--- src/cpu_consts.svh ---
`ifndef CPU_CONSTS_SVH
`define CPU_CONSTS_SVH

// address and memory geometry
`define CPU_ADDR_BITS 10      // logical and physical address width
`define CPU_PAGE_BITS 6       // offset bits, 64 words per page
`define CPU_NUM_PAGES 16      // physical pages in the RAM

// register file
`define CPU_NUM_REGS 8        // only the low reg field bits select one

// trace flow control
`define CPU_TRACE_CREDITS 4   // credits held by the trace port after reset

// opcode encoding, high byte of the first instruction word
`define CPU_OP_JMP       8'd1   // pc <= operand
`define CPU_OP_RAM2REG   8'd2   // reg <= ram[operand]
`define CPU_OP_REG2RAM   8'd3   // ram[operand] <= reg
`define CPU_OP_NUM2REG   8'd4   // reg <= operand
`define CPU_OP_REG_PLUS  8'd5   // reg <= reg + operand
`define CPU_OP_REG_MINUS 8'd6   // reg <= reg - operand
`define CPU_OP_EXIT      8'd17  // halt the core

// instruction layout
//   word 0: [15:8] opcode, [7:0] register field
//   word 1: 16-bit operand (value or address)
// every other opcode value runs as a no-op

`endif
--- src/cpu_pkg.sv ---
`include "cpu_consts.svh"

package cpu_pkg;

  typedef logic [15:0] word_t;                            // ram word and register value
  typedef logic [`CPU_ADDR_BITS-1:0] addr_t;              // logical or physical address
  typedef logic [$clog2(`CPU_NUM_PAGES)-1:0] page_t;      // page index
  typedef logic [$clog2(`CPU_NUM_REGS)-1:0] reg_idx_t;    // register number

  // kept opcodes, anything else decodes as a no-op
  typedef enum logic [7:0] {
    OP_JMP       = `CPU_OP_JMP,
    OP_RAM2REG   = `CPU_OP_RAM2REG,
    OP_REG2RAM   = `CPU_OP_REG2RAM,
    OP_NUM2REG   = `CPU_OP_NUM2REG,
    OP_REG_PLUS  = `CPU_OP_REG_PLUS,
    OP_REG_MINUS = `CPU_OP_REG_MINUS,
    OP_EXIT      = `CPU_OP_EXIT
  } opcode_t;

  // what a trace event reports
  typedef enum logic {
    TRACE_REG   = 1'b0,  // register write, index is the register number
    TRACE_STORE = 1'b1   // ram store, index is the physical address
  } trace_kind_t;

endpackage

--- src/page_translator.sv ---
`timescale 1ns/1ps
`include "cpu_consts.svh"

module page_translator (
  input  logic           clka,
  input  logic           arst_n,
  input  logic           xlat_req,
  input  cpu_pkg::addr_t xlat_logical,
  output logic           xlat_done,
  output cpu_pkg::addr_t xlat_physical
);

  localparam int OFF_BITS = `CPU_PAGE_BITS;

  typedef enum logic [1:0] {
    T_IDLE,
    T_WALK,
    T_SCAN
  } xlat_state_t;

  xlat_state_t          state;
  cpu_pkg::page_t       chain_next [`CPU_NUM_PAGES];  // tail points at itself
  cpu_pkg::page_t       page_owner [`CPU_NUM_PAGES];  // logical page held by each physical page
  logic [`CPU_NUM_PAGES-1:0] used;
  cpu_pkg::page_t       free_ptr;                     // lowest page that may still be free
  cpu_pkg::page_t       cur_page;                     // walk position
  cpu_pkg::page_t       scan_page;                    // allocation candidate
  cpu_pkg::page_t       cache_log;
  cpu_pkg::page_t       cache_phys;
  cpu_pkg::page_t       req_page;
  logic [OFF_BITS-1:0]  req_off;
  cpu_pkg::page_t       in_page;
  logic                 alloc;
  logic                 found;
  cpu_pkg::page_t       found_page;

  assign in_page = xlat_logical[`CPU_ADDR_BITS-1:OFF_BITS];

  assign alloc      = (state == T_SCAN) && !used[scan_page];
  assign found      = ((state == T_WALK) && (page_owner[cur_page] == req_page)) || alloc;
  assign found_page = alloc ? scan_page : cur_page;

  always_ff @(posedge clka or negedge arst_n) begin
    if (!arst_n) begin
      state         <= T_IDLE;
      xlat_done     <= 1'b0;
      xlat_physical <= '0;
      for (int i = 0; i < `CPU_NUM_PAGES; i++) begin
        chain_next[i] <= '0;
        page_owner[i] <= '0;
      end
      used       <= {{(`CPU_NUM_PAGES-1){1'b0}}, 1'b1};  // page 0 starts the chain
      free_ptr   <= cpu_pkg::page_t'(1);
      cur_page   <= '0;
      scan_page  <= '0;
      cache_log  <= '0;                                  // logical 0 lives on page 0
      cache_phys <= '0;
      req_page   <= '0;
      req_off    <= '0;
    end else begin
      xlat_done <= 1'b0;
      case (state)
        T_IDLE: begin
          if (xlat_req) begin
            req_page <= in_page;
            req_off  <= xlat_logical[OFF_BITS-1:0];
            if (in_page == cache_log) begin
              xlat_done     <= 1'b1;  // cache hit
              xlat_physical <= {cache_phys, xlat_logical[OFF_BITS-1:0]};
            end else begin
              cur_page <= '0;
              state    <= T_WALK;
            end
          end
        end
        T_WALK: begin
          if (!found) begin
            if (chain_next[cur_page] == cur_page) begin
              scan_page <= free_ptr;  // end of chain, go allocate
              state     <= T_SCAN;
            end else begin
              cur_page <= chain_next[cur_page];
            end
          end
        end
        T_SCAN: begin
          if (alloc) begin
            chain_next[cur_page]  <= scan_page;  // append to tail
            chain_next[scan_page] <= scan_page;
            page_owner[scan_page] <= req_page;
            used[scan_page]       <= 1'b1;
            free_ptr              <= scan_page + cpu_pkg::page_t'(1);
          end else begin
            scan_page <= scan_page + cpu_pkg::page_t'(1);
          end
        end
        default: state <= T_IDLE;
      endcase

      if (found) begin
        xlat_done     <= 1'b1;
        xlat_physical <= {found_page, req_off};
        cache_log     <= req_page;
        cache_phys    <= found_page;
        state         <= T_IDLE;
      end
    end
  end

  // a done always closes a request that was accepted earlier
  done_has_request: assert property (@(posedge clka) disable iff (!arst_n)
    xlat_done |-> ($past(xlat_req) || ($past(state) != T_IDLE)));

  // pages below the pick are all taken, so the pick is the lowest free page
  alloc_free_page: assert property (@(posedge clka) disable iff (!arst_n)
    alloc |-> ((used | ~((`CPU_NUM_PAGES'(1) << scan_page) - `CPU_NUM_PAGES'(1))) == '1));

endmodule

--- config.mk ---
export PLATFORM = sky130hd
export DESIGN_NAME = page_translator
export DESIGN_NICKNAME = d
export VERILOG_FILES = /design/src/cpu_pkg.sv /design/src/page_translator.sv
export VERILOG_INCLUDE_DIRS = /design/src /design/src/src
export SDC_FILE = /design/constraint.sdc
export NUM_CORES = 1
export LEC_CHECK = 0
export ABC_CLOCK_PERIOD_IN_PS = 3400
export BUFFER_PORTS_ARGS = -buffer_cell sky130_fd_sc_hd__buf_2
export CAP_MARGIN = 20
export CORE_UTILIZATION = 37
export DETAILED_ROUTE_END_ITERATION = 10
export PLACE_DENSITY_LB_ADDON = 0.15
export RECOVER_POWER = 50
export SYNTH_ARGS = -nofsm -noshare
export SYNTH_HDL_FRONTEND = slang
export SYNTH_SLANG_ARGS = --single-unit
--- constraint.sdc ---
create_clock -name clka -period 3.4 [get_ports clka]
set_input_delay 0.51 -clock clka [delete_from_list [all_inputs] [get_ports clka]]
set_output_delay 0.51 -clock clka [all_outputs]
set_load 0.03 [all_outputs]
### Word level (Yosys, flattened, before mapping)

Cells that the tools add are included.

* register bits after elaboration: 187
* input bits: 13
* output and inout bits: 11
* logic and storage cells: 127

* $add $sub $neg: 1
* $lt $le $gt $ge: 6
* eq/ne operators: 15
* multiplexer cells: 40
* bitwise logic cells: 3
* reduce and logical (&&, ||, !) cells: 19

Operator list (number)
* bitwise mux 64 bit: 3
* two-way mux 4 bit: 14
* two-way mux 10 bit: 4
* binary-select mux 4 bit (select 4 bit): 2
* demux 4 bit (select 4 bit): 2
* bitwise OR 16 bit: 1
* one-hot mux 4 bit (2 select lines): 2
* equality test 4 bit: 3
* inequality test 2 bit (second input constant): 6
* >= comparator 5 bit (second input constant): 2
* < comparator 5 x 1 -> 1 bit (second input constant): 2
* NOT 4 -> 5 bit: 2
* nonzero test 2 bit: 5
* two-way mux 2 bit: 4
* AND reduction 4 bit: 2
* two-way mux 1 bit: 6
* inequality test 3 bit (second input constant): 2
* one-hot mux 2 bit (3 select lines): 1
* logical AND 1 bit: 5
* < comparator 4 x 5 -> 1 bit (second input constant): 1
* AND reduction 5 bit: 1
* adder 4 x 1 -> 4 bit (second input constant): 1
* binary-select mux 1 bit (select 4 bit): 1
* demux 1 bit (select 4 bit): 1
* other kinds (10): 11

### Logic depth before layout (Yosys ltp)

* word-level depth: 9
* gate-level depth with buffers: 11
* gate-level depth less buffers: 7

### Worst setup path before layout

OpenSTA, ideal clock, no wires.

* path type: flip-flop to flip-flop
* start: reg cur_page[0]
* end: reg cache_log[0]
* setup time: 0.125 ns
* arrival: 2.724 ns
* data required time: 3.275 ns
* slack: 0.551 ns
* stages on the path, launching flop included: 9
* clock period less this slack: 2.849 ns
* cells stage by stage: dfrtp_1 > buf_2 > mux4_2 > mux2i_1 > mux2_2 > or3b_1 > a41oi_2 > buf_2 > mux2_2

* cells in the longest elaborated chain, start to end: 7

RTL lines
* from (decl): line page_translator.sv:26 `cpu_pkg::page_t cur_page;`
* from (signal assigned): line page_translator.sv:82 `cur_page <= chain_next[cur_page];`
* NOT 4 -> 5 bit (implied by the code): line page_translator.sv:40 `assign found = ((state == T_WALK) && (page_owner[cur_page] == req_page)) || alloc;`
* binary-select mux 4 bit (select 4 bit): line page_translator.sv:40
* two-way mux 4 bit (implied by the code) (2 in series): line page_translator.sv:40
* equality test 4 bit: line page_translator.sv:40
* logical AND 1 bit: line page_translator.sv:40
* logical OR 1 bit: line page_translator.sv:40
* to (signal assigned): line page_translator.sv:103 `cache_log <= req_page;`
* to (decl): line page_translator.sv:28 `cpu_pkg::page_t cache_log;`

No other way between the ends. The select of a mux whose other input is x is not followed.
A chain may end at the register's enable or synchronous reset.

### Worst setup path after layout

* start: reg cur_page[1]
* end: reg cache_log[1]

Same word-level chain as after synthesis.

==> results.toml <==
[run_status]
run_status = "finished, violations left"
violated_checks = "max-capacitance violations, max-slew violations"

[critical_path]
rr_endpoint = "cache_log[1]"
cp_data_required_time_ps = 3730
reg2reg_depth = 7
rr_startpoint = "cur_page[1]"
timing.critical_path.cells = "mux4_2, mux2i_1, mux2_2, or3b_1, a41oi_2, buf_4, mux2_2"
cell_with_the_largest_stage_delay_on_the_worst_path = "dfrtp_1"
cp-start-kind = "flip-flop"
cp_max_fo = 9
worst-endpoint-arrival_ps = 3510
crit_path_end_kind = "flip-flop"
max_stage_delay_ps = 760
timing.reg2reg.setup_slack_ps = 230
crit_path_frequent_cell = "mux2_2"
crit_type = "flip-flop to flip-flop"

[clock_network]
tritoncts_clock_tree = "built"
cts_post_setup_buffers_inserted = 0
clk-insertion-delay-late_ps = 440
clock_pin_slew_on_the_worst_setup_and_hold_paths_ps = 80
depth_of_the_cts_h_tree = 4
cts_root_buffer = "clkbuf_16"
cts.repair.resized = 0
cts_hold_buffers = 0
tritoncts.num_buffers = 17
cts-root-to-sink-buffers = 2
cts_sinks = 187

[drt]
totalWireLength_um = 25400
avgViaCountPerCell = 5.64
vias = 6459
wl_per_cell_um = 22.1
antenna_violating_nets_post_route = 0
drt_iter0_markers = 523
drcViolationCount = 0
detailedRoute.firstPassIterationCount = 4

[synth]
seq_area_frac_synth_pct = 50.9
synthDominantCellAreaShare_pct = 50.4
synth_compound_area_share_pct = 9.99
post_synth.cell_area_avg_um2 = 11.9
synth_mux_area_share_pct = 25.4
ys_top_cells_by_count = "dfrtp_1, mux2_2, nand2_1"
ys_dominant_reg_cell = "dfrtp_1"
yosysWarnings = 0
netlist_top_cells_area = "dfrtp_1, mux2_2, mux4_2, mux2i_1, a21oi_1"
synth_edf_count = 0
ys_seq_elements = 187
synth_adder_area_share_pct = 0.545
synth_top_family_by_area = "multiplexers"
synth-async-reset-ratio_pct = 100
post_synth_inst_count = 772
synth_simple_gate_area_share_pct = 9.15
synth_xor_area_share_pct = 0.858
synth.lib_cells_used.distinct = 56
synth_most_common_cell = "dfrtp_1"
yosys.area.top_type = "dfrtp_1"
post_synth_instance_area_um2 = 9190
syn-num-nets = 789

[timing]
timing.final.crit_share_pct = 93.3
hold_ws_ps = 315
final-max-slew-violation-count = 68
slew-limit-headroom_pct = -15.1
grt_setup_unrepaired = "false"
final.setup_skew_ps = 10.2
timing.final.setup_violations = 0
fmax_mhz = 315
layout_min_cycle_time_ps = 3170
timing_worst_slew_pin_value_ps = 1730
final-hold-violation-count = 0
final.setup.tns_ps = 0

[grt]
use_met1_pct = 28.2
grt-ovfl-total = 0
busiest_layer = "met2"
number_of_antenna_violations_at_the_first_check_in_global_routing = 0
grt_use_met3_pct = 4.42
gr-usage-all-layers_pct = 21.1
pin_count_of_the_biggest_net_entering_global_routing = 69
first_global_vias = 6841
grt_util_met2_pct = 34.0
wire_length_of_the_first_global_routing_pass_um = 40700

[power_and_ir_drop]
power_switching_w = 0.00363
power.density_cell_area_nw_per_um2 = 891
p_seq_share_pct = 39.8
pwr-share-clk_pct = 22.4
leakagePower_nw = 4.81
comb_power_share_pct = 37.9
intPower_w = 0.00569
ir_drop_worst_case_vdd_v = 0.000404
netSwitchingFraction_pct = 38.9

[finish]
regArea_um2 = 4680
post_route_insts_no_fill = 1145
finalNetCount = 825
antennaDiodeCount = 0
share_of_cells_above_drive_strength_1_pct = 31.2
postLayoutCoreUtil_pct = 43.0
footprint_of_the_multi_input_gates_um2 = 4230
area_growth_pct = 13.9
final.fill_count = 2241

[floorplan]
start_util_pct = 37.8
die_height_um = 160
row_count = 57
die_w_um = 160
core_area_um2 = 24300
io-pin-count = 24
fp.dieArea_um2 = 25500

[worst_hold_path]
min_delay_worst_endpoint = "req_off[4]"
hp-start = "xlat_logical[4]"
holdPathStages = 2
min-delay-path-class = "input pin to flip-flop"

[placement]
dp.cells = 1113
port_buffers = 23
routabilityCongestion = 0.908
dp_hpwl_um = 17800

[flow_run]
drv_cap = 1
## placed cells by master (no fill, tap or decap), types with 7 or more instances in the layout
cell | Yosys | routed
buf_4 | 3 | 42
dfrtp_1 | 185 | 184
mux2_2 | 111 | 111
nor2_1 | 50 | 50
buf_2 | 8 | 17
a21oi_1 | 55 | 55
nand2_1 | 65 | 65
a21o_1 | 7 | 7
o21ai_0 | 50 | 50
nand3_1 | 17 | 17
mux2i_1 | 31 | 31
or2_2 | 8 | 8
clkbuf_16 | 0 | 17
mux4_2 | 28 | 28
xnor2_1 | 8 | 8
nor3_1 | 10 | 10
nand2b_1 | 16 | 16
inv_1 | 8 | 8
## sequential cells by signal, indices dropped and copies added, names as in the netlist
| signal | flops |
|---|---|
| state | 2 |
| cache_log | 4 |
| page_owner | 64 |
| scan_page | 4 |
| cache_phys | 4 |
| req_page | 4 |
| req_off | 6 |
| xlat_physical | 10 |
| xlat_done | 1 |
| used | 16 |
| chain_next | 64 |
| cur_page | 4 |
| free_ptr | 4 |
## through the flow
| stage | setup WS [ps] | total power [W] | instance area [µm²] |
|---|---|---|---|
| finish | 226 | 0.00932 | 10500 |
| global route | 31.4 | 0.00987 | 10500 |
| CTS | 208 | 0.00938 | 10500 |
| detailed placement | 209 | 0.00727 | 9870 |
| global placement | 278 | 0.00718 | 9870 |
| floorplan | 551 | 0.00600 | 9190 |
## routing by layer
layer | routed length (µm) | vias up
met5 | 0 | -
met4 | 678 | 0
met3 | 1320 | 53
met2 | 12100 | 210
met1 | 11200 | 3342
li1 | - | 2854
## kinds of logic after synthesis
family,Yosys count
AO/OA/AOI/OAI,148
XOR/XNOR,9
adder cells (fa/ha/maj),4
buffers and inverters,64
flip-flops,187
multiplexers,176
AND/OR/NAND/NOR,184
## critical path, delay by kind of cell, from the launching register on
kind                   cells  cell delay (ps)
AOI/OAI and AO/OA          1              390
and+or+nand+nor            1              400
muxes                      4             1280
buffers and inverters      1              240
DFF                        1              760
## layout make-up
cell class,count,share of cell area [%]
clock buffer,17,4.06
inverter,11,0.394
timing repair buffer,70,4.72
multi-input combinational,521,40.4
clock inverter,15,1.85
tap,324,3.87
sequential,187,44.7
## power by group through the flow
stage / Clock, W / Sequential (W) / Combinational [W]
floorplan: 0 / 0.00348 / 0.00252
global placement: 0 / 0.00372 / 0.00347
detailed placement: 0 / 0.00375 / 0.00352
CTS: 0.00213 / 0.00372 / 0.00354
global route: 0.00221 / 0.00383 / 0.00382
finish: 0.00208 / 0.00371 / 0.00353
## how the worst max path moves through the flow
stage / startpoint / to / cells after the start
finish: cur_page[1] / cache_log[1] / 7
CTS: cur_page[1] / cache_log[1] / 7
floorplan: cur_page[0] / cache_log[0] / 8
global placement: cur_page[1] / cache_log[3] / 7
global route: cur_page[0] / cache_log[0] / 8
detailed placement: cur_page[1] / cache_log[1] / 7
No activity file was read; power rests on OpenSTA's default activity.
