`config.mk`:
```
export PLATFORM = sky130hd
export DESIGN_NAME = trace_port
export DESIGN_NICKNAME = d
export VERILOG_FILES = /design/src/cpu_pkg.sv /design/src/trace_port.sv
export VERILOG_INCLUDE_DIRS = /design/src /design/src/src
export SDC_FILE = /design/constraint.sdc
export NUM_CORES = 1
export LEC_CHECK = 0
export ABC_AREA = 0
export BUFFER_PORTS_ARGS = -buffer_cell sky130_fd_sc_hd__buf_2
export CAP_MARGIN = 20
export CELL_PAD_IN_SITES_DETAIL_PLACEMENT = 0
export CELL_PAD_IN_SITES_GLOBAL_PLACEMENT = 1
export CORE_ASPECT_RATIO = 0.9
export CORE_MARGIN = 2
export CORE_UTILIZATION = 35
export CTS_CLUSTER_DIAMETER = 120
export DETAILED_ROUTE_END_ITERATION = 16
export HOLD_SLACK_MARGIN = 0.03
export PLACE_DENSITY_LB_ADDON = 0.1
export SLEW_MARGIN = 0
export SYNTH_ARGS = -nofsm -noshare
export SYNTH_HDL_FRONTEND = slang
export SYNTH_SLANG_ARGS = --single-unit
```
`constraint.sdc`:
```
create_clock -name clka -period 4.3 [get_ports clka]
set_clock_uncertainty 0.15 [all_clocks]
set_input_delay 0.86 -clock clka [delete_from_list [all_inputs] [get_ports clka]]
set_output_delay 0.86 -clock clka [all_outputs]
set_load 0.005 [all_outputs]
```
`src/cpu_consts.svh`:
```
`ifndef CPU_CONSTS_SVH
`define CPU_CONSTS_SVH

// address and memory geometry
`define CPU_ADDR_BITS 10      // logical and physical address width
`define CPU_PAGE_BITS 6       // offset bits, 64 words per page
`define CPU_NUM_PAGES 16      // physical pages in the RAM

// register file
`define CPU_NUM_REGS 8        // only the low reg field bits select one

// trace flow control
`define CPU_TRACE_CREDITS 4   // credits held by the trace port after reset

// opcode encoding, high byte of the first instruction word
`define CPU_OP_JMP       8'd1   // pc <= operand
`define CPU_OP_RAM2REG   8'd2   // reg <= ram[operand]
`define CPU_OP_REG2RAM   8'd3   // ram[operand] <= reg
`define CPU_OP_NUM2REG   8'd4   // reg <= operand
`define CPU_OP_REG_PLUS  8'd5   // reg <= reg + operand
`define CPU_OP_REG_MINUS 8'd6   // reg <= reg - operand
`define CPU_OP_EXIT      8'd17  // halt the core

// instruction layout
//   word 0: [15:8] opcode, [7:0] register field
//   word 1: 16-bit operand (value or address)
// every other opcode value runs as a no-op

`endif
```
`src/cpu_pkg.sv`:
```
`include "cpu_consts.svh"

package cpu_pkg;

  typedef logic [15:0] word_t;                            // ram word and register value
  typedef logic [`CPU_ADDR_BITS-1:0] addr_t;              // logical or physical address
  typedef logic [$clog2(`CPU_NUM_PAGES)-1:0] page_t;      // page index
  typedef logic [$clog2(`CPU_NUM_REGS)-1:0] reg_idx_t;    // register number

  // kept opcodes, anything else decodes as a no-op
  typedef enum logic [7:0] {
    OP_JMP       = `CPU_OP_JMP,
    OP_RAM2REG   = `CPU_OP_RAM2REG,
    OP_REG2RAM   = `CPU_OP_REG2RAM,
    OP_NUM2REG   = `CPU_OP_NUM2REG,
    OP_REG_PLUS  = `CPU_OP_REG_PLUS,
    OP_REG_MINUS = `CPU_OP_REG_MINUS,
    OP_EXIT      = `CPU_OP_EXIT
  } opcode_t;

  // what a trace event reports
  typedef enum logic {
    TRACE_REG   = 1'b0,  // register write, index is the register number
    TRACE_STORE = 1'b1   // ram store, index is the physical address
  } trace_kind_t;

endpackage

```
`src/trace_port.sv`:
```
`timescale 1ns/1ps
`include "cpu_consts.svh"

module trace_port (
  input  logic                 clka,
  input  logic                 arst_n,
  input  logic                 ev_push,
  input  cpu_pkg::trace_kind_t ev_kind,
  input  cpu_pkg::addr_t       ev_index,
  input  cpu_pkg::word_t       ev_data,
  output logic                 ev_ready,
  input  logic                 credit_return,
  output logic                 trace_valid,
  output cpu_pkg::trace_kind_t trace_kind,
  output cpu_pkg::addr_t       trace_index,
  output cpu_pkg::word_t       trace_data
);

  localparam int CNT_BITS = $clog2(`CPU_TRACE_CREDITS + 1);

  logic [CNT_BITS-1:0] credit_cnt;

  assign ev_ready = (credit_cnt != '0);

  always_ff @(posedge clka or negedge arst_n) begin
    if (!arst_n) begin
      credit_cnt  <= CNT_BITS'(`CPU_TRACE_CREDITS);
      trace_valid <= 1'b0;
    end else begin
      trace_valid <= ev_push;  // one cycle per event
      case ({ev_push, credit_return})
        2'b10:   credit_cnt <= credit_cnt - CNT_BITS'(1);
        2'b01:   credit_cnt <= credit_cnt + CNT_BITS'(1);
        default: credit_cnt <= credit_cnt;  // both or neither cancel out
      endcase
    end
  end

  // event payload
  always_ff @(posedge clka) begin
    if (ev_push) begin
      trace_kind  <= ev_kind;
      trace_index <= ev_index;
      trace_data  <= ev_data;
    end
  end

  // the receiver never hands back more than it was given
  credit_bound: assert property (@(posedge clka) disable iff (!arst_n)
    credit_cnt <= CNT_BITS'(`CPU_TRACE_CREDITS));

  // the sequencer only pushes while a credit is held
  push_has_credit: assert property (@(posedge clka) disable iff (!arst_n)
    ev_push |-> (credit_cnt != '0));

endmodule

```
## Yosys cells after proc, flatten, opt, wreduce, memory -nomap -nowiden

Index checks and enable logic that the tools add are counted.

- Register bits after elaboration: 31
- Input bits: 31
- Output and inout bits: 29
- Logic and storage cells: 12

- $add $sub $neg: 2
- Equality and inequality tests: 2
- Mux-type cells: 1
- Reduce and logical (&&, ||, !) cells: 2

Operator list:

| kind | number |
|---|---|
| 3-bit one-hot mux with 2 select lines | 1 |
| 3-bit by 1-bit adder with 3-bit output (second input constant) | 1 |
| 3-bit nonzero test | 1 |
| 3-bit by 1-bit subtractor with 3-bit output (second input constant) | 1 |
| 2-bit by 1-bit equality test with 1-bit output (second input constant) | 1 |
| 2-bit equality test (second input constant) | 1 |
| 2-bit nonzero test | 1 |

## Longest topological paths before layout

Gate-level depths: netlist (run 1).

- Depth in word-level cells: 2
- Gate-level depth with buffers: 7
- Mapped depth without buffers: 7

## Worst setup path before layout (run 1)

No wires, ideal clock.

- Kind: input port to flip-flop
- Start point: in ev_push
- End point: reg credit_cnt[2]
- Library setup time: 75 ps
- Data arrival time: 1860 ps
- Required time: 4075 ps
- Setup slack: 2215 ps
- Stages: 7
- Path buffers: 0
- Cell sequence: inv_1 ha_1 inv_1 fa_1 xor2_1 nor2_1 xor2_1

- Cells in the longest elaborated chain, start to end: 2
- Elaborated cells on any way between the ends: 4
- Those cells by class: 2 x eq/ne; 1 x mux; 1 x reduce/logical

RTL lines:

| item | RTL line | source |
|---|---|---|
| from (decl) | trace_port.sv:7 | `input logic ev_push,` |
| 2-bit by 1-bit equality test with 1-bit output / 2-bit equality test (equally long branches) | trace_port.sv:31 | `case ({ev_push, credit_return})` |
| 3-bit one-hot mux with 2 select lines / 2-bit nonzero test (equally long branches) | - |  |
| to (signal assigned) | trace_port.sv:32 | `2'b10: credit_cnt <= credit_cnt - CNT_BITS'(1);` |
| to (signal assigned) | trace_port.sv:33 | `2'b01: credit_cnt <= credit_cnt + CNT_BITS'(1);` |
| to (signal assigned) | trace_port.sv:34 | `default: credit_cnt <= credit_cnt;` |
| to (decl) | trace_port.sv:21 | `logic [CNT_BITS-1:0] credit_cnt;` |

Parallel ways exist; a longest one is shown, timed or not.
A chain may end at the register's enable or synchronous reset.

## Final worst setup path (run 1)

- Start point: in ev_push
- End point: reg credit_cnt[1]

Same word-level chain as after synthesis.

==> results.json, run 1 <==
{
  "status": "completed",
  "hold_path_class": "in2async",
  "end_kind": "register",
  "grt_pass1_wl_mm": 2.325,
  "power.internal_mw": 0.4807,
  "clock_path_buffers": 2,
  "crit_arrival_ns": 2.42,
  "drive_gt1_share_pct": 62.04,
  "fin_util_pct": 51.19,
  "clkLatencyLatePin_ns": 0.31,
  "postSynthAreaPerCell_sq_um": 24.38,
  "fin_nets": 140,
  "synth_top_family_by_area": "adder cells",
  "syn-num-nets": 74,
  "irDropWorstVdd_v": 0.0002203,
  "synth_fa_ha_area_share_pct": 3.254,
  "switching_share_pct": 22.41,
  "wire_per_inst_um": 11.24,
  "ff2ff_setup_slack_ns": 2.77,
  "track_usage_pct": 10.45,
  "grt_pass1_vias": 562,
  "synthesis.area_sq_um": 999.7,
  "vias": 595,
  "overflow": 0,
  "yosysSeqAreaShare_pct": 91.24,
  "ys_seq_elements": 31,
  "h-tree-depth": 2,
  "cts-buffers-inserted": 5,
  "synthSimpleGateAreaFrac_pct": 1.001,
  "fp-row-count": 18,
  "fin_crit_ns": 2.372,
  "cts_tree": "done",
  "slew_violations": 0,
  "rr_startpoint": "credit_cnt[0]$_DFFE_PN0P_",
  "static-leakage-power_nw": 0.6116,
  "path_max_fanout": 29,
  "core_sq_mm": 0.002725,
  "via_per_inst": 4.020,
  "timing.fmax_mhz": 421.6,
  "antennaDiodeCount": 0,
  "fin_crit_sh_pct": 55.16,
  "crit_type": "in2reg",
  "regToRegEndpoint": "credit_cnt[2]$_DFFE_PN1P_",
  "ctsHoldBuffers": 0,
  "netlist_instances": 41,
  "combPwrFrac_pct": 13.4,
  "finalWirelength_mm": 1.663,
  "muxShareOfSynthArea_pct": 1.126,
  "seqPwrFrac_pct": 62.7,
  "dieArea_sq_mm": 0.003300,
  "cp.required_ns": 4.35,
  "drc": 0,
  "grt_max_degree": 30,
  "setup_tns_ns": 0,
  "netSwitchingPower_mw": 0.1389,
  "p_clk_share_pct": 23.9,
  "die_width_um": 60.34,
  "synthDistinctLibCells": 11,
  "relSlewSlack_pct": 59.28,
  "syn_to_final_growth_pct": 39.55,
  "yosys_warnings": 0,
  "setup_viol_count_final": 0,
  "clock_sinks": 31,
  "drtIter0Drc": 10,
  "clk_pin_slew_ns": 0.09,
  "start_kind": "primary input",
  "fill_cells": 240,
  "start_util_pct": 36.69,
  "synth_compound_area_share_pct": 0,
  "hold_violations": 0,
  "maxCapViolations": 0,
  "ctsRootBufferMaster": "clkbuf_4",
  "firstDrtPassIters": 3,
  "power_density_mw_per_mm2": 444.1,
  "ant_nets": 0,
  "num_io_pins": 60,
  "antenna_found_initial": 0,
  "r2r_cells": 4,
  "rsz0062_at_grt": "no",
  "startpoint": "ev_push",
  "cts_resized": 0,
  "place.gp.congestion": 0.5913,
  "synth_xor_area_share_pct": 2.628,
  "port_buffers": 59,
  "cts_setup_buffers": 0,
  "die_y_um": 54.70,
  "worst_pin_slew_ns": 0.6108
}
## state kept, by name, indices dropped and copies added (netlist names)
register,flops
trace_data,16
trace_index,10
credit_cnt,3
trace_kind,1
trace_valid,1
## critical path, stage by stage
cell and delay [ns]:
buf_2 0.48, inv_1 0.10, ha_1 0.24, inv_1 0.07, fa_1 0.40, mux2_2 0.27
## logic make-up after synthesis
kind of cell	Yosys count
adder cells (fa/ha/maj)	2
AND/OR/NAND/NOR	2
flip-flops	31
XOR/XNOR	3
multiplexers	1
buffers and inverters	2
## how the worst max path moves through the flow
stage,to,slack (ns),depth (start not counted)
after floorplan,credit_cnt[2]$_DFFE_PN1P_,2.21,7
after detailed placement,credit_cnt[1]$_DFFE_PN0P_,1.58,6
after global routing,credit_cnt[1]$_DFFE_PN0P_,1.84,6
after CTS,credit_cnt[1]$_DFFE_PN0P_,1.92,6
final,credit_cnt[1]$_DFFE_PN0P_,1.93,6
after global placement,credit_cnt[1]$_DFFE_PN0P_,1.62,6
## Yosys cell counts
cell / n / area, sq um
dfstp_2: 1 / 26.28
or3_1: 1 / 6.260
dfrtp_1: 3 / 75.07
nor2_1: 1 / 3.750
xor2_1: 2 / 17.52
edfxtp_1: 27 / 810.8
fa_1: 1 / 20.02
ha_1: 1 / 12.51
xnor2_1: 1 / 8.760
inv_1: 2 / 7.510
mux2_2: 1 / 11.26
## final cells by class
cell class,count,area (sq um),area share [%]
timing repair buffer,59,295.3,21.17
clock inverter,1,5.005,0.3587
sequential,31,912.1,65.38
multi-input combinational,8,80.08,5.740
inverter,2,7.507,0.5381
tap,40,50.05,3.587
clock buffer,7,45.04,3.229
## per-stage QoR
| step | cells | instance area (sq um) | hold WS [ns] | total power [mW] | worst slack (ns) |
|---|---|---|---|---|---|
| after floorplan | 41 | 999.7 | 0.3481 | 0.4295 | 2.215 |
| after global placement | 140 | 1345 | 0.3664 | 0.4770 | 1.618 |
| after detailed placement | 140 | 1345 | 0.3669 | 0.4806 | 1.579 |
| after CTS | 148 | 1395 | 0.1628 | 0.6338 | 1.915 |
| after global routing | 148 | 1395 | 0.1591 | 0.6606 | 1.843 |
| final | 148 | 1395 | 0.1811 | 0.6195 | 1.928 |
## power groups by stage
stage          logic (mW)  clock network (mW)  registers (mW)
4_1_cts            0.0855               0.159           0.390
5_1_grt            0.0952               0.172           0.394
2_1_floorplan      0.0339                   0           0.396
6_report           0.0829               0.148           0.389
3_3_place_gp       0.0818                   0           0.395
3_5_place_dp       0.0856                   0           0.395
## routing by layer
metal	global-route usage (%)	vias to the layer above	part of all wire, %
li1	-	287	-
met1	11.35	266	41
met2	16.12	37	46
met3	5.437	5	12
met4	6.667	0	1.4
met5	0	-	0
## cell usage in the layout (no fill, tap or decap)
cell type / count
clkinv_2: 1
inv_1: 2
clkbuf_1: 2
nor2_1: 1
clkbuf_4: 5
edfxtp_1: 27
ha_1: 1
dfrtp_1: 3
fa_1: 1
buf_2: 59
xnor2_1: 1
mux2_2: 1
xor2_1: 2
or3_1: 1
dfstp_2: 1
Note: power is estimated with default switching activity, not from simulation.
==> run 2, diff against run 1 <==
--- a/config.mk
+++ b/config.mk
@@ -13,7 +13,7 @@
 export CELL_PAD_IN_SITES_GLOBAL_PLACEMENT = 1
 export CORE_ASPECT_RATIO = 0.9
 export CORE_MARGIN = 2
-export CORE_UTILIZATION = 35
+export CORE_UTILIZATION = 33
 export CTS_CLUSTER_DIAMETER = 120
 export DETAILED_ROUTE_END_ITERATION = 16
 export HOLD_SLACK_MARGIN = 0.03
==> constraint.sdc (replaced) <==
create_clock -name clka -period 2.27 [get_ports clka]
set_clock_uncertainty 0.15 [all_clocks]
set_input_delay 0.454 -clock clka [delete_from_list [all_inputs] [get_ports clka]]
set_output_delay 0.454 -clock clka [all_outputs]
set_load 0.005 [all_outputs]
==> results.json, run 2 (same netlist as run 1, synthesis figures left out) <==
{
  "layout_common_cells": "buf_2, edfxtp_1, clkbuf_4",
  "grt_max_degree": 29,
  "worstHoldEndpoint": "trace_data[3]$_DFFE_PP_",
  "drive_gt1_share_pct": 60.91,
  "drc": 0,
  "pre_cts_ws_ns": 0.4082,
  "slew_violations": 0,
  "hold_slack_ns": 0.1578,
  "regMostFlops": "trace_data",
  "placed_area_sq_mm": 0.001353,
  "hold_violations": 0,
  "relSlewSlack_pct": 77.38,
  "firstDrtPassIters": 2,
  "static-leakage-power_nw": 0.6186,
  "dieArea_sq_mm": 0.003486,
  "fin_crit_ns": 1.834,
  "grt_pass1_vias": 590,
  "crit_arrival_ns": 1.23,
  "fin_cells": 150,
  "fill_cells": 251,
  "irDropWorstVdd_v": 0.0004120,
  "design_area_sq_mm": 0.001411,
  "worstHoldPathCells": 1,
  "clock_sinks": 31,
  "core_sq_mm": 0.002815,
  "clkLatencyLatePin_ns": 0.31,
  "final_common_cell": "buf_2",
  "largest_register_ffs": 16,
  "num_io_pins": 60,
  "power_mw": 1.176,
  "dp.cells": 141,
  "hp-start": "ev_data[3]",
  "timing.fmax_mhz": 545.2,
  "hold_path_class": "in2reg",
  "cp.required_ns": 1.67,
  "grt_pass1_wl_mm": 2.656,
  "ant_nets": 0,
  "worst_pin_slew_ns": 0.3392,
  "cp_top_family": "flip-flops",
  "die_y_um": 56.22,
  "power_density_mw_per_mm2": 832.9,
  "cpPeakStageDelay_ns": 0.43,
  "cp.buffers_inverters": 1,
  "place.gp.congestion": 0.6796,
  "finalWorstSetupSlack_ns": 0.4357,
  "maxCapViolations": 0,
  "dp_hpwl_mm": 1.367,
  "wire_per_inst_um": 12.23,
  "h-tree-depth": 2,
  "port_buffers": 59,
  "overflow": 0,
  "fin_nets": 142,
  "fin_util_pct": 50.13,
  "drtIter0Drc": 14,
  "cts_tree": "done",
  "die_width_um": 62.02,
  "track_usage_pct": 11.23,
  "antenna_found_initial": 0,
  "finalWirelength_mm": 1.835,
  "cts_resized": 0,
  "clk_pin_slew_ns": 0.09,
  "path_max_fanout": 3,
  "via_per_inst": 3.993,
  "crit_type": "reg2out",
  "antennaDiodeCount": 0,
  "regToRegEndpoint": "credit_cnt[2]$_DFFE_PN1P_",
  "clock_path_buffers": 2,
  "start_kind": "register",
  "rr_startpoint": "credit_cnt[0]$_DFFE_PN0P_",
  "vias": 599,
  "ff2ff_setup_slack_ns": 0.76,
  "status": "completed",
  "syn_to_final_growth_pct": 41.18,
  "fp-row-count": 18,
  "setup_tns_ns": 0,
  "fin_crit_sh_pct": 80.81,
  "cts-buffers-inserted": 5,
  "ctsRootBufferMaster": "clkbuf_4",
  "cp_slowest_cell": "dfrtp_1",
  "end_kind": "output pin",
  "path_cells": "or3_1 > buf_2",
  "r2r_cells": 4,
  "start_util_pct": 35.51,
  "setup_viol_count_final": 0,
  "rsz0062_at_grt": "no",
  "reg_top3": "trace_data x16, trace_index x10, credit_cnt x3"
}
==> run 2: repair_timing <==
| item | CTS | global route |
|---|---|---|
| setup buffers | 0 | 0 |
| endpoints found under the setup margin | 0 | 0 |
| hold buffers | 1 | 0 |
| hold endpoints to repair | 4 | 0 |
==> run 2: worst reg2reg max path: stages, from the launching register on <==
cell	delay, ns
dfrtp_1	0.43
fa_1	0.44
xor2_1	0.15
nor2_1	0.11
xor2_1	0.16
==> run 2: metal layers <==
| layer | routed length (um) | vias up | part of all wire (%) | GRT usage, % |
|---|---|---|---|---|
| met4 | 27 | 0 | 1.5 | 7.295 |
| li1 | - | 287 | - | - |
| met2 | 829 | 41 | 45 | 16.37 |
| met1 | 729 | 269 | 40 | 12.75 |
| met3 | 247 | 2 | 13 | 5.349 |
| met5 | 0 | - | 0 | 0 |
==> run 2: report_power, final <==
part	total (mW)	switching, mW	internal [mW]
Combinational	0.158	0.0663	0.0918
Clock	0.282	0.168	0.115
Sequential	0.735	0.0359	0.699
Total	1.18	0.270	0.906
==> run 2: worst max-delay path by stage <==
stage | to | depth (start not counted) | start | slack (ns)
finish | ev_ready | 2 | credit_cnt[0]$_DFFE_PN0P_ | 0.44
detailed placement | credit_cnt[2]$_DFFE_PN1P_ | 8 | ev_push | 0.41
CTS | ev_ready | 2 | credit_cnt[0]$_DFFE_PN0P_ | 0.39
global placement | credit_cnt[2]$_DFFE_PN1P_ | 8 | ev_push | 0.44
floorplan | credit_cnt[2]$_DFFE_PN1P_ | 7 | ev_push | 0.59
global route | ev_ready | 2 | credit_cnt[0]$_DFFE_PN0P_ | 0.37
==> run 2: final cells by class <==
type	count	area, sq um	area share [%]
tap	40	50.05	3.546
multi-input combinational	8	80.08	5.674
inverter	2	7.507	0.5319
sequential	31	912.1	64.63
timing repair buffer	61	312.8	22.16
clock buffer	6	41.29	2.926
clock inverter	2	7.507	0.5319
