==> config.mk <==
export PLATFORM = sky130hd
export DESIGN_NAME = core_sequencer
export DESIGN_NICKNAME = d
export VERILOG_FILES = /design/src/cpu_pkg.sv /design/src/core_sequencer.sv
export VERILOG_INCLUDE_DIRS = /design/src /design/src/src
export SDC_FILE = /design/constraint.sdc
export NUM_CORES = 1
export LEC_CHECK = 0
export ABC_AREA = 1
export BUFFER_PORTS_ARGS = -buffer_cell sky130_fd_sc_hd__buf_4
export CORE_UTILIZATION = 59
export DETAILED_ROUTE_END_ITERATION = 16
export PLACE_DENSITY = 0.83
export SYNTH_ARGS = -nofsm -noshare
export SYNTH_HDL_FRONTEND = slang
export SYNTH_SLANG_ARGS = --single-unit
==> constraint.sdc <==
create_clock -name clka -period 7.68 [get_ports clka]
set_input_delay 0.384 -clock clka [delete_from_list [all_inputs] [get_ports clka]]
set_output_delay 0.384 -clock clka [all_outputs]
set_load 0.01 [all_outputs]
==> src/cpu_consts.svh <==
`ifndef CPU_CONSTS_SVH
`define CPU_CONSTS_SVH

// address and memory geometry
`define CPU_ADDR_BITS 10      // logical and physical address width
`define CPU_PAGE_BITS 6       // offset bits, 64 words per page
`define CPU_NUM_PAGES 16      // physical pages in the RAM

// register file
`define CPU_NUM_REGS 8        // only the low reg field bits select one

// trace flow control
`define CPU_TRACE_CREDITS 4   // credits held by the trace port after reset

// opcode encoding, high byte of the first instruction word
`define CPU_OP_JMP       8'd1   // pc <= operand
`define CPU_OP_RAM2REG   8'd2   // reg <= ram[operand]
`define CPU_OP_REG2RAM   8'd3   // ram[operand] <= reg
`define CPU_OP_NUM2REG   8'd4   // reg <= operand
`define CPU_OP_REG_PLUS  8'd5   // reg <= reg + operand
`define CPU_OP_REG_MINUS 8'd6   // reg <= reg - operand
`define CPU_OP_EXIT      8'd17  // halt the core

// instruction layout
//   word 0: [15:8] opcode, [7:0] register field
//   word 1: 16-bit operand (value or address)
// every other opcode value runs as a no-op

`endif
==> src/cpu_pkg.sv <==
`include "cpu_consts.svh"

package cpu_pkg;

  typedef logic [15:0] word_t;                            // ram word and register value
  typedef logic [`CPU_ADDR_BITS-1:0] addr_t;              // logical or physical address
  typedef logic [$clog2(`CPU_NUM_PAGES)-1:0] page_t;      // page index
  typedef logic [$clog2(`CPU_NUM_REGS)-1:0] reg_idx_t;    // register number

  // kept opcodes, anything else decodes as a no-op
  typedef enum logic [7:0] {
    OP_JMP       = `CPU_OP_JMP,
    OP_RAM2REG   = `CPU_OP_RAM2REG,
    OP_REG2RAM   = `CPU_OP_REG2RAM,
    OP_NUM2REG   = `CPU_OP_NUM2REG,
    OP_REG_PLUS  = `CPU_OP_REG_PLUS,
    OP_REG_MINUS = `CPU_OP_REG_MINUS,
    OP_EXIT      = `CPU_OP_EXIT
  } opcode_t;

  // what a trace event reports
  typedef enum logic {
    TRACE_REG   = 1'b0,  // register write, index is the register number
    TRACE_STORE = 1'b1   // ram store, index is the physical address
  } trace_kind_t;

endpackage

==> src/core_sequencer.sv <==
`timescale 1ns/1ps
`include "cpu_consts.svh"

module core_sequencer (
  input  logic                 clka,
  input  logic                 arst_n,
  input  logic                 run,
  input  logic                 load_en,
  input  cpu_pkg::addr_t       load_addr,
  input  cpu_pkg::word_t       load_data,
  output logic                 wr_en,
  output cpu_pkg::addr_t       wr_addr,
  output cpu_pkg::word_t       wr_data,
  output cpu_pkg::addr_t       rd_addr,
  input  cpu_pkg::word_t       rd_data,
  output logic                 xlat_req,
  output cpu_pkg::addr_t       xlat_logical,
  input  logic                 xlat_done,
  input  cpu_pkg::addr_t       xlat_physical,
  output logic                 ev_push,
  output cpu_pkg::trace_kind_t ev_kind,
  output cpu_pkg::addr_t       ev_index,
  output cpu_pkg::word_t       ev_data,
  input  logic                 ev_ready,
  output logic                 halted
);

  localparam int REG_BITS = $bits(cpu_pkg::reg_idx_t);

  typedef enum logic [3:0] {
    S_IDLE,
    S_WAIT_OP,
    S_READ_OP,
    S_LATCH_OP,
    S_WAIT_ARG,
    S_READ_ARG,
    S_LATCH_ARG,
    S_EXEC,
    S_WAIT_DATA,
    S_READ_DATA,
    S_LOAD_WB,
    S_STORE,
    S_HALT
  } seq_state_t;

  seq_state_t         state;
  cpu_pkg::addr_t     pc;
  cpu_pkg::word_t     regs [`CPU_NUM_REGS];
  cpu_pkg::opcode_t   inst_op;
  cpu_pkg::reg_idx_t  inst_reg;
  cpu_pkg::word_t     operand;
  cpu_pkg::addr_t     data_phys;  // translated store address
  cpu_pkg::word_t     reg_val;
  cpu_pkg::addr_t     next_pc;
  logic               is_arith;
  logic               is_mem;
  logic               reg_wr;
  logic               store_go;
  logic               fetch_go;

  assign is_arith = inst_op inside {cpu_pkg::OP_NUM2REG, cpu_pkg::OP_REG_PLUS,
                                    cpu_pkg::OP_REG_MINUS};
  assign is_mem   = inst_op inside {cpu_pkg::OP_RAM2REG, cpu_pkg::OP_REG2RAM};

  // writes and stores wait for a trace credit
  assign reg_wr   = ev_ready && (((state == S_EXEC) && is_arith) || (state == S_LOAD_WB));
  assign store_go = ev_ready && (state == S_STORE);
  assign fetch_go = reg_wr || store_go ||
                    ((state == S_EXEC) && !is_arith && !is_mem &&
                     (inst_op != cpu_pkg::OP_EXIT));  // jmp and no-ops move on at once

  assign next_pc = ((state == S_EXEC) && (inst_op == cpu_pkg::OP_JMP)) ?
                   operand[`CPU_ADDR_BITS-1:0] : pc;

  always_comb begin
    reg_val = operand;  // num2reg
    if (state == S_LOAD_WB) begin
      reg_val = rd_data;
    end else if (inst_op == cpu_pkg::OP_REG_PLUS) begin
      reg_val = regs[inst_reg] + operand;  // wraps at 16 bits
    end else if (inst_op == cpu_pkg::OP_REG_MINUS) begin
      reg_val = regs[inst_reg] - operand;
    end
  end

  always_ff @(posedge clka or negedge arst_n) begin
    if (!arst_n) begin
      state        <= S_IDLE;
      pc           <= '0;
      halted       <= 1'b0;
      wr_en        <= 1'b0;
      wr_addr      <= '0;
      wr_data      <= '0;
      rd_addr      <= '0;
      xlat_req     <= 1'b0;
      xlat_logical <= '0;
      ev_push      <= 1'b0;
      ev_kind      <= cpu_pkg::TRACE_REG;
      ev_index     <= '0;
      ev_data      <= '0;
      inst_op      <= cpu_pkg::OP_JMP;
      inst_reg     <= '0;
      operand      <= '0;
      data_phys    <= '0;
      for (int i = 0; i < `CPU_NUM_REGS; i++) begin
        regs[i] <= '0;
      end
    end else begin
      wr_en    <= 1'b0;
      xlat_req <= 1'b0;
      ev_push  <= 1'b0;

      case (state)
        S_IDLE: begin
          wr_en   <= load_en && !run;  // program load path
          wr_addr <= load_addr;
          wr_data <= load_data;
          if (run) begin
            pc           <= '0;
            xlat_req     <= 1'b1;
            xlat_logical <= '0;
            state        <= S_WAIT_OP;
          end
        end
        S_WAIT_OP: begin
          if (xlat_done) begin
            rd_addr <= xlat_physical;
            state   <= S_READ_OP;
          end
        end
        S_READ_OP: state <= S_LATCH_OP;  // ram latency
        S_LATCH_OP: begin
          inst_op      <= cpu_pkg::opcode_t'(rd_data[15:8]);
          inst_reg     <= rd_data[REG_BITS-1:0];
          xlat_req     <= 1'b1;
          xlat_logical <= pc + cpu_pkg::addr_t'(1);
          state        <= S_WAIT_ARG;
        end
        S_WAIT_ARG: begin
          if (xlat_done) begin
            rd_addr <= xlat_physical;
            state   <= S_READ_ARG;
          end
        end
        S_READ_ARG: state <= S_LATCH_ARG;
        S_LATCH_ARG: begin
          operand <= rd_data;
          pc      <= pc + cpu_pkg::addr_t'(2);
          state   <= S_EXEC;
        end
        S_EXEC: begin
          if (is_mem) begin
            xlat_req     <= 1'b1;
            xlat_logical <= operand[`CPU_ADDR_BITS-1:0];
            state        <= S_WAIT_DATA;
          end else if (inst_op == cpu_pkg::OP_EXIT) begin
            halted <= 1'b1;
            state  <= S_HALT;
          end
        end
        S_WAIT_DATA: begin
          if (xlat_done) begin
            if (inst_op == cpu_pkg::OP_RAM2REG) begin
              rd_addr <= xlat_physical;
              state   <= S_READ_DATA;
            end else begin
              data_phys <= xlat_physical;
              state     <= S_STORE;
            end
          end
        end
        S_READ_DATA: state <= S_LOAD_WB;
        S_LOAD_WB, S_STORE, S_HALT: ;  // leave through fetch_go, or stay halted
        default: state <= S_IDLE;
      endcase

      if (reg_wr) begin
        regs[inst_reg] <= reg_val;
        ev_push        <= 1'b1;
        ev_kind        <= cpu_pkg::TRACE_REG;
        ev_index       <= cpu_pkg::addr_t'(inst_reg);
        ev_data        <= reg_val;
      end

      if (store_go) begin
        wr_en    <= 1'b1;
        wr_addr  <= data_phys;
        wr_data  <= regs[inst_reg];
        ev_push  <= 1'b1;
        ev_kind  <= cpu_pkg::TRACE_STORE;
        ev_index <= data_phys;
        ev_data  <= regs[inst_reg];
      end

      if (fetch_go) begin
        pc           <= next_pc;
        xlat_req     <= 1'b1;
        xlat_logical <= next_pc;
        state        <= S_WAIT_OP;
      end
    end
  end

  // a store write outside the load phase always carries its trace event
  store_with_event: assert property (@(posedge clka) disable iff (!arst_n)
    (wr_en && ($past(state) != S_IDLE)) |->
      (ev_push && (ev_kind == cpu_pkg::TRACE_STORE) && $past(ev_ready)));

endmodule

After elaboration in Yosys (flattened, before gate mapping)

Index checks and enable logic that the tools add are counted.

Register bits after elaboration: 256
Output and inout bits: 77

$add $sub $neg: 4
Order comparisons: 2
Equality and inequality tests: 30
Muxes and demuxes: 47
Bitwise operators: 3
Reductions and logical operators: 31

Operators by type and width:

| cell                  | count |
|---|---|
| $mux 16               | 10 |
| $bwmux 128            | 1 |
| $mux 10               | 12 |
| $bmux 16 s3           | 1 |
| $demux 16 s3          | 1 |
| $pmux 4 s11           | 1 |
| $pmux 10 s2           | 2 |
| $pmux 10 s3           | 1 |
| $mux 4                | 7 |
| $eq 8x3->1 const B    | 3 |
| $eq 4x4->1 const B    | 5 |
| $add 16x16->16        | 1 |
| $eq 4x3->1 const B    | 4 |
| $eq 8x2->1 const B    | 2 |
| $sub 16x16->16        | 1 |
| $ne 3x3->1 const B    | 5 |
| $add 10x1->10 const B | 1 |
| $add 10x2->10 const B | 1 |
| $logic_and 1x1->1     | 9 |
| $mux 1                | 9 |
| $reduce_and 3->1      | 3 |
| $eq 4x2->1 const B    | 2 |
| $eq 8x1->1 const B    | 1 |
| $eq 8x5->1 const B    | 1 |
| 22 further kinds      | 33 |

Logic depth before layout (Yosys ltp)

Depth in word-level cells: 10
Mapped depth: 24
Mapped depth without buffers: 22

Least setup slack after synthesis

OpenSTA, ideal clock, no wires.

Path type: reg2reg
Start: register inst_reg[0]
End: register ev_data[8]
Arrival: 3.163 ns
Data required time: 7.611 ns
Path slack: 4.448 ns
Stages on the path, launching flop included: 20
Clock period less this slack: 3.232 ns
Path through: dfrtp_1 -> buf_2 -> nor3_1 -> clkbuf_1 -> a221oi_1 -> nand2_1 -> ha_1 -> inv_1 -> fa_1 -> inv_1 -> nand2_1 -> nand2_1 -> nand2_1 -> nand2_1 -> nand2_1 -> nand3_1 -> nand2_1 -> o21ai_1 -> nand3_1 -> nand3_1

Cells in the longest elaborated chain, start to end: 10
Elaborated cells on any way between the ends: 11

RTL lines:

| item                                          | line                                                              | source |
|---|---|---|
| from (decl)                                   | core_sequencer.sv:50                                              | `cpu_pkg::reg_idx_t inst_reg;` |
| from (signal assigned)                        | core_sequencer.sv:134                                             | `inst_reg <= rd_data[REG_BITS-1:0];` |
| $not 3->4 (implied by the code) *             | core_sequencer.sv:80, core_sequencer.sv:82, core_sequencer.sv:192 |  |
| $bmux 16 s3 *                                 | core_sequencer.sv:80, core_sequencer.sv:82, core_sequencer.sv:192 |  |
| $mux 16 (implied by the code) * (2 in series) | core_sequencer.sv:80, core_sequencer.sv:82, core_sequencer.sv:192 |  |
| $sub 16x16->16                                | core_sequencer.sv:82                                              | `reg_val = regs[inst_reg] - operand;` |
| $mux 16                                       | core_sequencer.sv:81                                              | `end else if (inst_op == cpu_pkg::OP_REG_MINUS) begin` |
| $mux 16                                       | core_sequencer.sv:79                                              | `end else if (inst_op == cpu_pkg::OP_REG_PLUS) begin` |
| $mux 16                                       | core_sequencer.sv:77                                              | `if (state == S_LOAD_WB) begin` |
| $mux 16                                       | core_sequencer.sv:177                                             | `if (reg_wr) begin` |
| $mux 16 *                                     | core_sequencer.sv:185                                             | `if (store_go) begin` |
| to (signal assigned)                          | core_sequencer.sv:182                                             | `ev_data <= reg_val;` |
| to (signal assigned)                          | core_sequencer.sv:192                                             | `ev_data <= regs[inst_reg];` |
| to (decl)                                     | core_sequencer.sv:23                                              | `output cpu_pkg::word_t ev_data,` |

Every way passes the cells marked *; elsewhere a longest branch is shown, timed or not. The select of a mux whose other input is x is not followed.
A chain may end at the register's enable or synchronous reset.

Worst setup path after layout

Start: register inst_reg[1]
End: register ev_data[8]

Same word-level chain as after synthesis.

==> impl_metrics.json <==
{
  "via_count": 13390,
  "drc": 0,
  "coreArea_mm2": 0.02278,
  "num_rows": 55,
  "largest_reg_flops": 128,
  "crit_required_ns": 8.16,
  "final_cell_area_mm2": 0.01585,
  "worstSkewPairLatency_ns": 0.55,
  "worstPathArrival_ns": 4.94,
  "gp_congestion": 1.004,
  "fp.dieArea_mm2": 0.02397,
  "seq_area_frac_synth_pct": 46.50,
  "async_flop_share_pct": 100.0,
  "synth.area.top_cells": "dfrtp_1 46%, nand2_1 17%, nand3_1 8.2%, o21ai_0 4.1%, inv_1 3.8%",
  "cts_resized": 0,
  "max_freq_mhz": 224.5,
  "die_y_um": 154.8,
  "placed_area_mm2": 0.01496,
  "area_growth_pct": 15.06,
  "grt_first_pass_wirelength_um": 70610,
  "max-cap-violations": 0,
  "end_kind": "register",
  "crit_path_frequent_cell": "nand2_1",
  "reg2regPathDepth": 18,
  "first_pass_iters": 7,
  "max_slew_margin_pct": 21.65,
  "drtIter0Drc": 1517,
  "numClockSinks": 256,
  "clk_pin_slew_ns": 0.07,
  "io_buffers": 134,
  "synth_nets": 1898,
  "ys_seq_elements": 256,
  "die_x_um": 154.8,
  "hpwl_um": 30700,
  "dp_slack_ns": 3.413,
  "outcome": "finished, final reports clean",
  "setup_tns_ns": 0,
  "cts_buffers": 27,
  "io_pins": 135,
  "grt_util_all_layers_pct": 38.27,
  "top_register": "regs",
  "ir_drop_v": 0.0002179,
  "crit_fanout": 9,
  "synth-edff-count": 0,
  "cts_tree": "built",
  "post_cts_buffers": 0,
  "antennaDiodeCount": 0,
  "crit_type": "register to register",
  "synth_top_area_share_pct": 46.31,
  "drive_gt1_share_pct": 13.42,
  "synth_top_area_cell": "dfrtp_1",
  "synth_ff_type": "dfrtp_1",
  "gr-total-overflow": 0,
  "drtAntennaViolNets": 0,
  "syn-cell-area_mm2": 0.01378,
  "cts-root-buf": "clkbuf_16",
  "fin_ws_ns": 3.225,
  "cp_slowest_cell": "o21ai_1",
  "grt_antenna_before_repair": 0,
  "grt_max_degree": 142,
  "p_per_area_mw_per_mm2": 409.0,
  "p_leak_nw": 8.359,
  "slew_viol_final": 0,
  "viasPerCell": 5.993,
  "syn_inst": 1802,
  "crit_chain": "inv_1, nand3_2, inv_2, a22oi_1, and3_1, nand4_1, ha_1, nor2_1, nand2_1, nand2_1, nand2_1, nand2_1, nand2_1, nand3_1, nand2_1, o21ai_1, nand3_1, nand3_1",
  "wirelength_um": 44720,
  "fin_nets": 2001,
  "wl_per_cell_um": 20.01,
  "netlist-cell-type-count": 53,
  "rsz0062_at_grt": "no",
  "skew_ns": 0.01048,
  "period_needed_ns": 4.455,
  "hold-path-cell-count": 3,
  "ys_warn_count": 0,
  "clock_path_buffers": 3,
  "hp-class": "primary input to register",
  "htree_num_levels": 1,
  "syn_avg_cell_area_um2": 7.647,
  "startpoint_type": "register",
  "finalCritPeriodShare_pct": 58.00,
  "setup_viol": 0,
  "cpPeakStageDelay_ns": 0.68,
  "start_util_pct": 60.49,
  "grt_pass1_vias": 12900,
  "worst_slew_pin_slew_ns": 1.175,
  "hold_viol": 0
}
-- worst max-delay path, delay by kind of cell, from the launching register on --
kind	cells	cell delay, ns
buffers and inverters	2	0.37
adders and majority gates	1	0.52
and+or+nand+nor	13	2.09
DFF	1	0.50
AOI/OAI and AO/OA	2	0.90
-- power breakdown --
group	total (mW)	internal, mW	leakage, nW	switching (mW)
registers	2.13	1.81	3.32	0.317
logic	3.03	0.990	4.60	2.04
clock network	1.32	0.775	0.436	0.548
-- final timing paths --
| check | from | endpoint | slack, ns |
|---|---|---|---|
| worst min register to register | ev_index[8]$_DFFE_PN0P_ | ev_index[8]$_DFFE_PN0P_ | 0.48 |
| worst max register to register | inst_reg[1]$_DFFE_PN0P_ | ev_data[8]$_DFFE_PN0P_ | 3.23 |
| min in group asynchronous | arst_n | xlat_req$_DFF_PN0_ | 0.48 |
| max in group asynchronous | arst_n | regs[111]$_DFFE_PN0P_ | 5.93 |
| worst max-delay path | inst_reg[1]$_DFFE_PN0P_ | ev_data[8]$_DFFE_PN0P_ | 3.23 |
| worst min-delay path | rd_data[3] | operand[3]$_DFFE_PN0P_ | 0.05 |
-- area by class of cell --
cell class                 instances  area (um^2)
fill                            1888         6924
sequential                       256         6407
multi-input combinational       1301         6396
timing repair buffer             148         1134
clock buffer                      38        787.0
inverter                         171        641.9
tap                              313        391.6
clock inverter                     8        96.34
-- cell usage after synthesis (all sizes together) (4+ instances only) --
master	instances
dfrtp	255
nand3	232
o22ai	16
nor3	8
o21bai	9
or2	16
nor2	63
a22oi	15
buf	41
ha	36
clkbuf	33
clkinv	4
inv	167
and3	4
nand4	17
o21a	9
o211ai	10
xor2	8
a22o	8
o21ai	129
a221oi	12
a21oi	57
nand2	633
-- routing by layer --
metal | part of all wire [%] | global-route usage (%) | vias to the layer above
li1 | - | - | 6104
met1 | 39 | 50.16 | 6365
met2 | 45 | 60.70 | 752
met3 | 9.8 | 7.341 | 173
met4 | 5.7 | 19.90 | 0
met5 | 0 | 0 | -
-- cell families (layout without fill, tap and decap cells) --
family                     after synthesis  count (layout)  synth area share, %
and+or+nand+nor                        978             978                30.38
AOI/OAI and AO/OA                      276             276                11.83
DFF                                    256             256                46.50
buffers and inverters                  245             365                7.137
adders and majority gates               38              38                3.559
xor gates and xnor gates                 8               8               0.5085
muxes                                    1               1              0.08172
-- cell usage in the layout, fill, tap and decap left out, types with 5 or more instances in the layout --
cell / count
o21a_1: 9
a21oi_1: 56
o21ai_0: 114
nor3_1: 6
o22ai_1: 16
nor2_1: 53
a22o_1: 8
nand4_1: 17
inv_2: 26
clkbuf_16: 27
nand2_1: 629
ha_1: 36
o21ai_1: 14
nand3_2: 5
a22oi_1: 15
inv_1: 141
nand3_1: 227
dfrtp_1: 255
buf_4: 145
o21bai_1: 9
xor2_1: 8
or2_2: 16
nor2_4: 5
o211ai_1: 9
a221oi_1: 12
clkbuf_8: 7
-- repair_timing --
action / 4_1_cts / 5_1_grt
endpoints found under the setup margin: 0 / 0
hold endpoints to repair: 115 / 0
hold buffers: 1 / 0
-- per-stage QoR --
step / std cells / hold WS, ns / util, % / total power [mW]
2_1_floorplan: 1802 / 0.08841 / - / 3.988
3_3_place_gp: 2188 / 0.4566 / 65.68 / 4.989
3_5_place_dp: 2188 / 0.4612 / 65.68 / 5.060
4_1_cts: 2235 / 0.04110 / 69.60 / 6.401
5_1_grt: 2235 / 0.06077 / 69.60 / 6.884
6_report: 2235 / 0.05158 / 69.60 / 6.484
Note: power is estimated with default switching activity, not from simulation.
